===== src/trace_pkg.sv =====
// ##########################################################################
// shared widths, vector types, payload field positions, opcodes
// and the packet format / sync subformat enums of the trace encoder
// ##########################################################################

package trace_pkg;

    // widths
    localparam int XLEN             = 32;
    localparam int INST_LEN         = 32;
    localparam int CAUSE_LEN        = 5;
    localparam int BRANCH_MAP_LEN   = 31;
    localparam int BRANCH_COUNT_LEN = 5;
    localparam int PAYLOAD_LEN      = 72;

    typedef logic [XLEN-1:0]             addr_t;
    typedef logic [INST_LEN-1:0]         inst_t;
    typedef logic [CAUSE_LEN-1:0]        cause_t;
    // bit i set means the i-th branch was not taken
    typedef logic [BRANCH_MAP_LEN-1:0]   branch_map_t;
    typedef logic [BRANCH_COUNT_LEN-1:0] branch_count_t;
    typedef logic [PAYLOAD_LEN-1:0]      payload_t;

    // payload layout, unused bits stay zero
    localparam int PL_ADDR_LSB  = 0;
    // branch count, or cause in a trap packet
    localparam int PL_COUNT_LSB = 32;
    // map in format 1, irq flag in trap packets
    localparam int PL_MAP_LSB   = 37;
    localparam int PL_IRQ_BIT   = 37;

    // opcodes of interest
    localparam logic [6:0] OPCODE_BRANCH = 7'b1100011;
    localparam logic [6:0] OPCODE_JALR   = 7'b1100111;
    localparam inst_t      INST_MRET     = 32'h3020_0073;

    typedef enum logic [1:0] {
        F_BRANCH_FULL = 2'd1,
        F_ADDR_ONLY   = 2'd2,
        F_SYNC        = 2'd3
    } packet_format_e;

    typedef enum logic [1:0] {
        SF_START = 2'd0,
        SF_TRAP  = 2'd1
    } sync_subformat_e;

endpackage


===== src/trace_branch_map.sv =====
// ##########################################################################
// branch outcome map with branch count, full detection and flush
// ##########################################################################

`timescale 1ns/1ns

module trace_branch_map (
    input  logic                     clk_i,
    input  logic                     rst_ni,
    input  logic                     record_i,
    input  logic                     taken_i,
    input  logic                     flush_i,
    output trace_pkg::branch_map_t   map_o,
    output trace_pkg::branch_count_t count_o,
    output logic                     full_o
);
    import trace_pkg::*;

    branch_map_t   map_q;
    branch_count_t count_q;
    logic          full;

    assign full = (count_q == branch_count_t'(BRANCH_MAP_LEN));

    always_ff @(posedge clk_i or negedge rst_ni) begin
        if (!rst_ni) begin
            map_q   <= '0;
            count_q <= '0;
        end else if (flush_i) begin
            // a branch recorded with the flush starts the new map
            map_q   <= record_i ? branch_map_t'(!taken_i) : '0;
            count_q <= record_i ? branch_count_t'(1) : '0;
        end else if (record_i) begin
            // stored as not-taken bit
            map_q[count_q] <= !taken_i;
            count_q        <= count_q + branch_count_t'(1);
        end
    end

    assign map_o   = map_q;
    assign count_o = count_q;
    assign full_o  = full;

    // the decider reports a full map before another branch comes in
    a_no_record_when_full: assert property (@(posedge clk_i) disable iff (!rst_ni)
        (record_i && full) |-> flush_i);

endmodule


===== src/trace_encoder.sv =====
// ##########################################################################
// trace encoder top: sampler, itype stage, branch map,
// packet decider and packet emitter
// ##########################################################################

`timescale 1ns/1ns

module trace_encoder (
    input  logic                       clk_i,
    input  logic                       rst_ni,
    input  logic                       inst_valid_i,
    input  trace_pkg::addr_t           pc_i,
    input  trace_pkg::inst_t           inst_data_i,
    input  logic                       exception_i,
    input  logic                       interrupt_i,
    input  trace_pkg::cause_t          cause_i,
    input  logic                       trace_enable_i,
    output logic                       inst_ready_o,
    output logic                       packet_valid_o,
    output trace_pkg::packet_format_e  packet_format_o,
    output trace_pkg::sync_subformat_e packet_subformat_o,
    output trace_pkg::payload_t        packet_payload_o,
    input  logic                       packet_ready_i
);
    import trace_pkg::*;

    // handshake between the stages
    logic            advance;
    logic            emit_ready;
    logic            emit;
    // phase outputs of the sampler
    logic            nc_valid;
    addr_t           nc_pc;
    inst_t           nc_inst;
    logic            tc_valid;
    logic            tc_qualified;
    addr_t           tc_pc;
    logic            lc_qualified;
    logic            lc_exception;
    cause_t          lc_cause;
    logic            lc_interrupt;
    // type flags
    logic            tc_branch;
    logic            tc_branch_taken;
    logic            lc_updiscon;
    // branch map
    logic            record;
    logic            flush;
    branch_map_t     map;
    branch_count_t   count;
    // decided packet
    packet_format_e  format;
    sync_subformat_e subformat;
    payload_t        payload;

    trace_sampler i_sampler (
        .clk_i          (clk_i),
        .rst_ni         (rst_ni),
        .inst_valid_i   (inst_valid_i),
        .pc_i           (pc_i),
        .inst_data_i    (inst_data_i),
        .exception_i    (exception_i),
        .interrupt_i    (interrupt_i),
        .cause_i        (cause_i),
        .trace_enable_i (trace_enable_i),
        .emit_ready_i   (emit_ready),
        .inst_ready_o   (inst_ready_o),
        .advance_o      (advance),
        .nc_valid_o     (nc_valid),
        .nc_pc_o        (nc_pc),
        .nc_inst_o      (nc_inst),
        .tc_valid_o     (tc_valid),
        .tc_qualified_o (tc_qualified),
        .tc_pc_o        (tc_pc),
        // tc cause and irq only feed the lc phase
        .tc_interrupt_o (),
        .tc_cause_o     (),
        .lc_qualified_o (lc_qualified),
        .lc_exception_o (lc_exception),
        .lc_cause_o     (lc_cause),
        .lc_interrupt_o (lc_interrupt)
    );

    trace_itype_stage i_itype_stage (
        .clk_i             (clk_i),
        .rst_ni            (rst_ni),
        .advance_i         (advance),
        .nc_valid_i        (nc_valid),
        .nc_inst_i         (nc_inst),
        .nc_pc_i           (nc_pc),
        .tc_pc_i           (tc_pc),
        .tc_valid_i        (tc_valid),
        .tc_branch_o       (tc_branch),
        .tc_branch_taken_o (tc_branch_taken),
        .lc_updiscon_o     (lc_updiscon)
    );

    // full map is reported by the decider from the effective count
    trace_branch_map i_branch_map (
        .clk_i    (clk_i),
        .rst_ni   (rst_ni),
        .record_i (record),
        .taken_i  (tc_branch_taken),
        .flush_i  (flush),
        .map_o    (map),
        .count_o  (count),
        .full_o   ()
    );

    trace_packet_decider i_decider (
        .advance_i         (advance),
        .tc_valid_i        (tc_valid),
        .tc_qualified_i    (tc_qualified),
        .lc_qualified_i    (lc_qualified),
        .lc_exception_i    (lc_exception),
        .lc_updiscon_i     (lc_updiscon),
        .tc_branch_i       (tc_branch),
        .tc_branch_taken_i (tc_branch_taken),
        .tc_pc_i           (tc_pc),
        .lc_cause_i        (lc_cause),
        .lc_interrupt_i    (lc_interrupt),
        .map_i             (map),
        .count_i           (count),
        .emit_o            (emit),
        .format_o          (format),
        .subformat_o       (subformat),
        .payload_o         (payload),
        .record_o          (record),
        .flush_o           (flush)
    );

    trace_packet_emitter i_emitter (
        .clk_i              (clk_i),
        .rst_ni             (rst_ni),
        .load_i             (emit),
        .format_i           (format),
        .subformat_i        (subformat),
        .payload_i          (payload),
        .packet_ready_i     (packet_ready_i),
        .emit_ready_o       (emit_ready),
        .packet_valid_o     (packet_valid_o),
        .packet_format_o    (packet_format_o),
        .packet_subformat_o (packet_subformat_o),
        .packet_payload_o   (packet_payload_o)
    );

endmodule


===== src/trace_itype_stage.sv =====
// ##########################################################################
// instruction type decode and per-phase branch / discontinuity flags
// ##########################################################################

`timescale 1ns/1ns

module trace_itype_stage (
    input  logic             clk_i,
    input  logic             rst_ni,
    input  logic             advance_i,
    input  logic             nc_valid_i,
    input  trace_pkg::inst_t nc_inst_i,
    input  trace_pkg::addr_t nc_pc_i,
    input  trace_pkg::addr_t tc_pc_i,
    input  logic             tc_valid_i,
    output logic             tc_branch_o,
    output logic             tc_branch_taken_o,
    output logic             lc_updiscon_o
);
    import trace_pkg::*;

    logic  nc_branch;
    logic  nc_updiscon;
    logic  tc_branch_q;
    logic  tc_updiscon_q;
    logic  lc_updiscon_q;
    addr_t tc_next_pc;

    // conditional branch in nc
    assign nc_branch = nc_valid_i && (nc_inst_i[6:0] == OPCODE_BRANCH);
    // target not inferable from the binary: jalr or mret
    assign nc_updiscon = nc_valid_i &&
                         ((nc_inst_i[6:0] == OPCODE_JALR) || (nc_inst_i == INST_MRET));

    // flags travel with the phase registers
    always_ff @(posedge clk_i or negedge rst_ni) begin
        if (!rst_ni) begin
            tc_branch_q   <= 1'b0;
            tc_updiscon_q <= 1'b0;
            lc_updiscon_q <= 1'b0;
        end else if (advance_i) begin
            tc_branch_q   <= nc_branch;
            tc_updiscon_q <= nc_updiscon;
            lc_updiscon_q <= tc_updiscon_q;
        end
    end

    // sequential successor of tc, compressed code not supported
    assign tc_next_pc = tc_pc_i + addr_t'(4);

    assign tc_branch_o = tc_valid_i && tc_branch_q;
    // taken when the successor in nc is not the fall-through address
    assign tc_branch_taken_o = tc_branch_o && (nc_pc_i != tc_next_pc);
    assign lc_updiscon_o     = lc_updiscon_q;

endmodule


===== src/trace_packet_decider.sv =====
// ##########################################################################
// packet priority rules for the tc instruction, packet fields
// and the branch map record / flush strobes
// ##########################################################################

`timescale 1ns/1ns

module trace_packet_decider (
    input  logic                       advance_i,
    input  logic                       tc_valid_i,
    input  logic                       tc_qualified_i,
    input  logic                       lc_qualified_i,
    input  logic                       lc_exception_i,
    input  logic                       lc_updiscon_i,
    input  logic                       tc_branch_i,
    input  logic                       tc_branch_taken_i,
    input  trace_pkg::addr_t           tc_pc_i,
    input  trace_pkg::cause_t          lc_cause_i,
    input  logic                       lc_interrupt_i,
    input  trace_pkg::branch_map_t     map_i,
    input  trace_pkg::branch_count_t   count_i,
    output logic                       emit_o,
    output trace_pkg::packet_format_e  format_o,
    output trace_pkg::sync_subformat_e subformat_o,
    output trace_pkg::payload_t        payload_o,
    output logic                       record_o,
    output logic                       flush_o
);
    import trace_pkg::*;

    logic          qual_tc;
    logic          report_map;
    branch_count_t eff_count;
    branch_map_t   eff_map;

    // tc is final and traced
    assign qual_tc = advance_i && tc_valid_i && tc_qualified_i;

    // stored map plus the tc branch itself
    assign eff_count = count_i + branch_count_t'(tc_branch_i);
    assign eff_map   = map_i | (branch_map_t'(tc_branch_i && !tc_branch_taken_i) << count_i);

    always_comb begin
        emit_o      = 1'b0;
        report_map  = 1'b0;
        format_o    = F_SYNC;
        subformat_o = SF_START;
        payload_o   = '0;
        if (qual_tc) begin
            if (!lc_qualified_i) begin
                // first traced instruction
                emit_o = 1'b1;
            end else if (lc_exception_i) begin
                // tc is the handler, pending branches dropped
                emit_o      = 1'b1;
                subformat_o = SF_TRAP;
                payload_o[PL_COUNT_LSB +: CAUSE_LEN] = lc_cause_i;
                payload_o[PL_IRQ_BIT]                = lc_interrupt_i;
            end else if (lc_updiscon_i && (eff_count == '0)) begin
                emit_o   = 1'b1;
                format_o = F_ADDR_ONLY;
            end else if (lc_updiscon_i || (eff_count == branch_count_t'(BRANCH_MAP_LEN))) begin
                // discontinuity with branches, or map full
                emit_o     = 1'b1;
                report_map = 1'b1;
                format_o   = F_BRANCH_FULL;
            end
        end
        if (emit_o) begin
            payload_o[PL_ADDR_LSB +: XLEN] = tc_pc_i;
        end
        if (report_map) begin
            payload_o[PL_COUNT_LSB +: BRANCH_COUNT_LEN] = eff_count;
            payload_o[PL_MAP_LSB +: BRANCH_MAP_LEN]     = eff_map;
        end
    end

    // the tc branch goes in the map unless this packet reports it already
    assign record_o = qual_tc && tc_branch_i && !report_map;
    // every packet starts a fresh map
    assign flush_o  = emit_o;

endmodule


===== src/trace_packet_emitter.sv =====
// ##########################################################################
// output packet register with valid/ready hold under back-pressure
// ##########################################################################

`timescale 1ns/1ns

module trace_packet_emitter (
    input  logic                       clk_i,
    input  logic                       rst_ni,
    input  logic                       load_i,
    input  trace_pkg::packet_format_e  format_i,
    input  trace_pkg::sync_subformat_e subformat_i,
    input  trace_pkg::payload_t        payload_i,
    input  logic                       packet_ready_i,
    output logic                       emit_ready_o,
    output logic                       packet_valid_o,
    output trace_pkg::packet_format_e  packet_format_o,
    output trace_pkg::sync_subformat_e packet_subformat_o,
    output trace_pkg::payload_t        packet_payload_o
);
    import trace_pkg::*;

    logic            valid_q;
    packet_format_e  format_q;
    sync_subformat_e subformat_q;
    payload_t        payload_q;

    // free slot, or the held packet leaves this cycle
    assign emit_ready_o = !valid_q || packet_ready_i;

    always_ff @(posedge clk_i or negedge rst_ni) begin
        if (!rst_ni) begin
            valid_q <= 1'b0;
        end else if (load_i) begin
            valid_q <= 1'b1;
        end else if (packet_ready_i) begin
            valid_q <= 1'b0;
        end
    end

    always_ff @(posedge clk_i) begin
        if (load_i) begin
            format_q    <= format_i;
            subformat_q <= subformat_i;
            payload_q   <= payload_i;
        end
    end

    assign packet_valid_o     = valid_q;
    assign packet_format_o    = format_q;
    assign packet_subformat_o = subformat_q;
    assign packet_payload_o   = payload_q;

    // a stalled packet stays put until taken
    a_hold_when_stalled: assert property (@(posedge clk_i) disable iff (!rst_ni)
        (valid_q && !packet_ready_i) |=> (valid_q && $stable(format_q) &&
                                          $stable(subformat_q) && $stable(payload_q)));

endmodule


===== src/trace_sampler.sv =====
// ##########################################################################
// input handshake and nc/tc/lc shift registers of retired instructions
// ##########################################################################

`timescale 1ns/1ns

module trace_sampler (
    input  logic              clk_i,
    input  logic              rst_ni,
    input  logic              inst_valid_i,
    input  trace_pkg::addr_t  pc_i,
    input  trace_pkg::inst_t  inst_data_i,
    input  logic              exception_i,
    input  logic              interrupt_i,
    input  trace_pkg::cause_t cause_i,
    input  logic              trace_enable_i,
    input  logic              emit_ready_i,
    output logic              inst_ready_o,
    output logic              advance_o,
    output logic              nc_valid_o,
    output trace_pkg::addr_t  nc_pc_o,
    output trace_pkg::inst_t  nc_inst_o,
    output logic              tc_valid_o,
    output logic              tc_qualified_o,
    output trace_pkg::addr_t  tc_pc_o,
    output logic              tc_interrupt_o,
    output trace_pkg::cause_t tc_cause_o,
    output logic              lc_qualified_o,
    output logic              lc_exception_o,
    output trace_pkg::cause_t lc_cause_o,
    output logic              lc_interrupt_o
);
    import trace_pkg::*;

    // next cycle phase
    logic   nc_valid_q;
    logic   nc_qualified_q;
    logic   nc_exception_q;
    logic   nc_interrupt_q;
    addr_t  nc_pc_q;
    inst_t  nc_inst_q;
    cause_t nc_cause_q;
    // this cycle phase
    logic   tc_valid_q;
    logic   tc_qualified_q;
    logic   tc_exception_q;
    logic   tc_interrupt_q;
    addr_t  tc_pc_q;
    cause_t tc_cause_q;
    // last cycle phase
    logic   lc_qualified_q;
    logic   lc_exception_q;
    logic   lc_interrupt_q;
    cause_t lc_cause_q;

    // accept only when the emitter can take a packet
    assign inst_ready_o = emit_ready_i;
    assign advance_o    = inst_valid_i && emit_ready_i;

    // control bits of all three phases
    always_ff @(posedge clk_i or negedge rst_ni) begin
        if (!rst_ni) begin
            nc_valid_q     <= 1'b0;
            nc_qualified_q <= 1'b0;
            nc_exception_q <= 1'b0;
            tc_valid_q     <= 1'b0;
            tc_qualified_q <= 1'b0;
            tc_exception_q <= 1'b0;
            lc_qualified_q <= 1'b0;
            lc_exception_q <= 1'b0;
        end else if (advance_o) begin
            nc_valid_q     <= 1'b1;
            nc_qualified_q <= trace_enable_i;
            nc_exception_q <= exception_i;
            tc_valid_q     <= nc_valid_q;
            tc_qualified_q <= nc_qualified_q;
            tc_exception_q <= nc_exception_q;
            lc_qualified_q <= tc_qualified_q;
            lc_exception_q <= tc_exception_q;
        end
    end

    // payload of the phases, only meaningful behind a valid bit
    always_ff @(posedge clk_i) begin
        if (advance_o) begin
            nc_pc_q        <= pc_i;
            nc_inst_q      <= inst_data_i;
            nc_interrupt_q <= interrupt_i;
            nc_cause_q     <= cause_i;
            tc_pc_q        <= nc_pc_q;
            tc_interrupt_q <= nc_interrupt_q;
            tc_cause_q     <= nc_cause_q;
            lc_interrupt_q <= tc_interrupt_q;
            lc_cause_q     <= tc_cause_q;
        end
    end

    assign nc_valid_o     = nc_valid_q;
    assign nc_pc_o        = nc_pc_q;
    assign nc_inst_o      = nc_inst_q;
    assign tc_valid_o     = tc_valid_q;
    assign tc_qualified_o = tc_qualified_q;
    assign tc_pc_o        = tc_pc_q;
    assign tc_interrupt_o = tc_interrupt_q;
    assign tc_cause_o     = tc_cause_q;
    assign lc_qualified_o = lc_qualified_q;
    assign lc_exception_o = lc_exception_q;
    assign lc_cause_o     = lc_cause_q;
    assign lc_interrupt_o = lc_interrupt_q;

    // an offered instruction stays put until it is taken
    a_input_held: assert property (@(posedge clk_i) disable iff (!rst_ni)
        (inst_valid_i && !inst_ready_o) |=> (inst_valid_i && $stable(pc_i) &&
                                             $stable(inst_data_i) && $stable(exception_i) &&
                                             $stable(interrupt_i) && $stable(cause_i) &&
                                             $stable(trace_enable_i)));

endmodule


===== config.mk =====
export PLATFORM = sky130hd
export DESIGN_NAME = trace_encoder
export DESIGN_NICKNAME = d
export VERILOG_FILES = /design/src/trace_pkg.sv /design/src/trace_branch_map.sv /design/src/trace_encoder.sv /design/src/trace_itype_stage.sv /design/src/trace_packet_decider.sv /design/src/trace_packet_emitter.sv /design/src/trace_sampler.sv
export SDC_FILE = /design/constraint.sdc
export NUM_CORES = 1
export LEC_CHECK = 0
export BUFFER_PORTS_ARGS = -buffer_cell sky130_fd_sc_hd__buf_2
export CAP_MARGIN = 20
export CORE_AREA = 2 2 186 115
export CTS_CLUSTER_DIAMETER = 80
export CTS_CLUSTER_SIZE = 12
export DETAILED_ROUTE_END_ITERATION = 10
export DIE_AREA = 0 0 188 117
export GPL_TIMING_DRIVEN = 0
export HOLD_SLACK_MARGIN = 0.1
export PLACE_DENSITY = 0.78
export SKIP_LAST_GASP = 1
export SYNTH_ARGS = -nofsm -noshare
export SYNTH_HDL_FRONTEND = slang
export SYNTH_SLANG_ARGS = --single-unit

===== constraint.sdc =====
create_clock -name clk_i -period 5.35 [get_ports clk_i]
set_input_delay 0.2675 -clock clk_i [delete_from_list [all_inputs] [get_ports clk_i]]
set_output_delay 0.2675 -clock clk_i [all_outputs]
set_load 0.02 [all_outputs]

==> metrics.md <==
| Metric | Value |
|---|---|
| Status | `finished, final reports clean` |
| Share of async-settable or async-resettable flops after synthesis | `roughly 21%` |
| Worst-path maximum fanout | `10` |
| Max Root-Sink Buffers | `3` |
| Root buf cell | `clkbuf_16` |
| Synth area leader | `edfxtp_1` |
| Top post-synthesis cells by area | `edfxtp_1 57%, dfrtp_1 12%, nor2_1 3.1%, nand3_1 2.3%, a21oi_1 2.3%` |
| Core area | `approximately 20000 um2` |
| Detailed Routing Iterations Pass 1 | `5` |
| Global-route wire length before repair | `37200 um` |
| Vias in the first global route | `6881` |
| Slew Limit Fails | `0` |
| Top Family by Delay on Critical Path | `buffers and inverters` |
| Antenna violations before repair | `0` |
| CTS resizes | `0` |
| WP buf/inv | `3` |
| CP Data Required Time | `5.71 ns` |
| Most common cell after layout, fill and taps aside | `edfxtp_1` |
| Worst path cell trace | `nand2_1, clkinv_1, ha_1, ha_1, xor2_1, nand4_1, o21ai_0, nand2_1, nor3_1, clkinv_1, clkbuf_1, a21oi_1` |
| Clock Latency Late Sink | `0.52 ns` |
| Final nets | `1109` |
| Drc violations | `0` |
| Worst path max stage delay | `0.58 ns` |
| Synth top area share | `56.5%` |
| Final hold vios | `0` |
| H-tree Lvls | `1` |
| Port Buf Inserts | `148` |
| Setup violators final | `0` |
| Netlist Area Pre-Place | `9830 um2` |
| CTS buffer count | `23` |
| CP arrival | `4.47 ns` |
| Die Height | `117 um` |
| Hold WC Path Type | `in -> async` |
| # diodes | `0` |
| EDFF count, synth | `185` |
| Setup CP Type | `reg -> reg` |
| Sequential area share after synthesis | `68.7%` |
| Vias | `7190` |
| Setup Buffers After CTS | `0` |
| Post-Route WL | `23800 um` |
| Layout cells sized above 1 | `between 15 and 20%` |
| Most frequent cells in the layout | `185 x edfxtp_1, 153 x buf_2, 82 x nor2_1` |
| Dpl cells | `around 1200` |
| Layout Utilization | `60.7%` |
| Die span in x | `188 um` |
| #FFs+latches synth | `233` |
| All-layer global routing usage | `21.7%` |
| DRT iter0 DRCs | `745` |
| IO Pins | `154` |
| Total clock sinks | `233` |
| CP max stage cell | `nor3_1` |
| Cells after Synth | `771` |
| Peak Freq | `243 MHz` |
| Synth cell types | `56` |
| Pwr Density | `369 nW/um2` |
| Routability cong. | `0.917` |
| Number of fill cells | `1622` |
| Slew headroom | `42.4%` |
| Total die area | `22000 um2` |
| Avg Inst Size Synth | `12.8 um2` |
| CTS Hold Bufs | `75` |
| Crit path time final | `around 4.1 ns` |
| # Max-Cap Violations | `0` |
| Via/cell ratio | `5.44` |
| Area Overhead vs Synth | `26.4%` |
| CP endpoint kind | `register` |
| Layout Cells excl Fill | `roughly 1300` |
| Worst-Margin Slew | `0.859 ns` |
| VDD IR max | `0.000254 V` |
| Synth warn | `0` |
| Row count | `41` |
| Ys flop type | `edfxtp_1` |
| Largest net degree at the start of global routing | `slightly below 70` |
| Leak | `about 4.6 nW` |
| Routed len/inst | `between 15 and 20 um` |
| Total grt overflow | `0` |
| Final period utilization | `76.9%` |
| Unrepaired setup endpoints after global routing | `no` |
| Antenna-violating nets left | `0` |
| CTS tree | `done` |
| Initial core utilization | `48.0%` |
| Crit path launch type | `register` |
| Final Skew | `0.0105 ns` |
| Clk slew on worst S/H paths | `~0.06 ns` |
| Dpl hpwl | `15100 um` |
==> state kept, by name, summed over array words and instances (netlist names), 2 cells and up <==
name	cells
i_branch_map.map_o	31
i_sampler.nc_cause_q	5
i_emitter.packet_payload_o	68
i_sampler.tc_pc_o	32
i_branch_map.count_o	5
i_emitter.packet_format_o	2
i_sampler.nc_pc_o	32
i_sampler.lc_cause_o	5
i_sampler.nc_inst_o	32
i_sampler.tc_cause_o	5
==> worst reg2reg max path, stage by stage (launching register included) <==
cell and delay, ns:
dfrtp_1 0.43, nand2_1 0.17, clkinv_1 0.26, ha_1 0.30, ha_1 0.24, xor2_1 0.21, nand4_1 0.11, o21ai_0 0.45
nand2_1 0.12, nor3_1 0.58, clkinv_1 0.54, clkbuf_1 0.35, a21oi_1 0.20
==> path summary, 6_finish.rpt <==
kind	end	from	slack (ns)	depth (start not counted)
max	i_emitter.packet_payload_o[61]$_SDFFCE_PN0P_	i_itype_stage.tc_branch_q$_DFFE_PN0P_	1.23	12
min	i_branch_map.map_o[7]$_DFFE_PN0P_	rst_ni	0.27	2
max reg2reg	i_emitter.packet_payload_o[61]$_SDFFCE_PN0P_	i_itype_stage.tc_branch_q$_DFFE_PN0P_	1.23	12
min reg2reg	i_sampler.tc_cause_o[2]$_DFFE_PP_	i_sampler.nc_cause_q[2]$_DFFE_PP_	0.42	0
max in group asynchronous	i_branch_map.map_o[1]$_DFFE_PN0P_	rst_ni	4.54	3
min in group clk_i	i_sampler.tc_cause_o[2]$_DFFE_PP_	i_sampler.nc_cause_q[2]$_DFFE_PP_	0.42	0
==> metrics by stage <==
stage	hold slack, ns	TNS (ns)	total power [W]	setup slack (ns)	cell area (um2)
final	0.273	0	0.00459	1.23	12400
after floorplan	-0.0281	0	0.00285	0.219	9850
after global routing	0.302	0	0.00478	0.904	12400
after CTS	0.416	0	0.00460	1.33	12400
after detailed placement	0.405	0	0.00310	1.36	11000
after global placement	0.403	-145.72	0.00310	-1.16	10900
==> layer usage <==
| layer | vias up | global-route usage, % | wire [um] |
|---|---|---|---|
| met2 | 300 | 35.1 | 10900 |
| met1 | 3474 | 30.5 | 10500 |
| met3 | 45 | 4.44 | 1830 |
| met4 | 0 | 5.88 | 542 |
| li1 | 3371 | - | - |
| met5 | - | 0 | 0 |
==> cell usage after synthesis, drive strengths merged, types with 8 or more instances <==
cell,count
nand2b,9
o21ai,41
mux2i,8
and3,10
nor3,25
nand3,46
xnor2,25
nor2,82
edfxtp,185
clkbuf,29
buf,13
a31oi,21
xor2,16
nand2,39
a21oi,45
dfrtp,48
nor4,17
inv,18
nand4,16
==> cells by family (layout without fill, tap and decap cells) <==
logic type               after synthesis  count (layout)  share of synthesized area (%)
AND/OR/NAND/NOR                      276             276                           14.2
flip-flops                           233             233                           68.7
AO/OA/AOI/OAI                        135             135                           8.20
buffers and inverters                 63             331                           2.66
XOR/XNOR                              41              41                           3.65
multiplexers                          15              15                           1.62
adder cells (fa/ha/maj)                7               7                          0.891
other                                  1               5                         0.0381
==> power by group <==
part / internal, W / switching, W
logic: 0.000254 / 0.000469
clock network: 0.000811 / 0.000661
registers: 0.00227 / 0.000124
total: 0.00334 / 0.00125
==> area by class of cell <==
cell class                 instances  area [um2]  area share [%]
clock buffer                      40         639            5.14
tap                              279         349            2.81
buffer                            42         190            1.53
timing repair buffer             226        1570            12.6
sequential                       233        6760            54.4
multi-input combinational        479        2830            22.8
clock inverter                     2        17.5           0.141
inverter                          21        78.8           0.634
No activity file was read; power rests on OpenSTA's default activity.
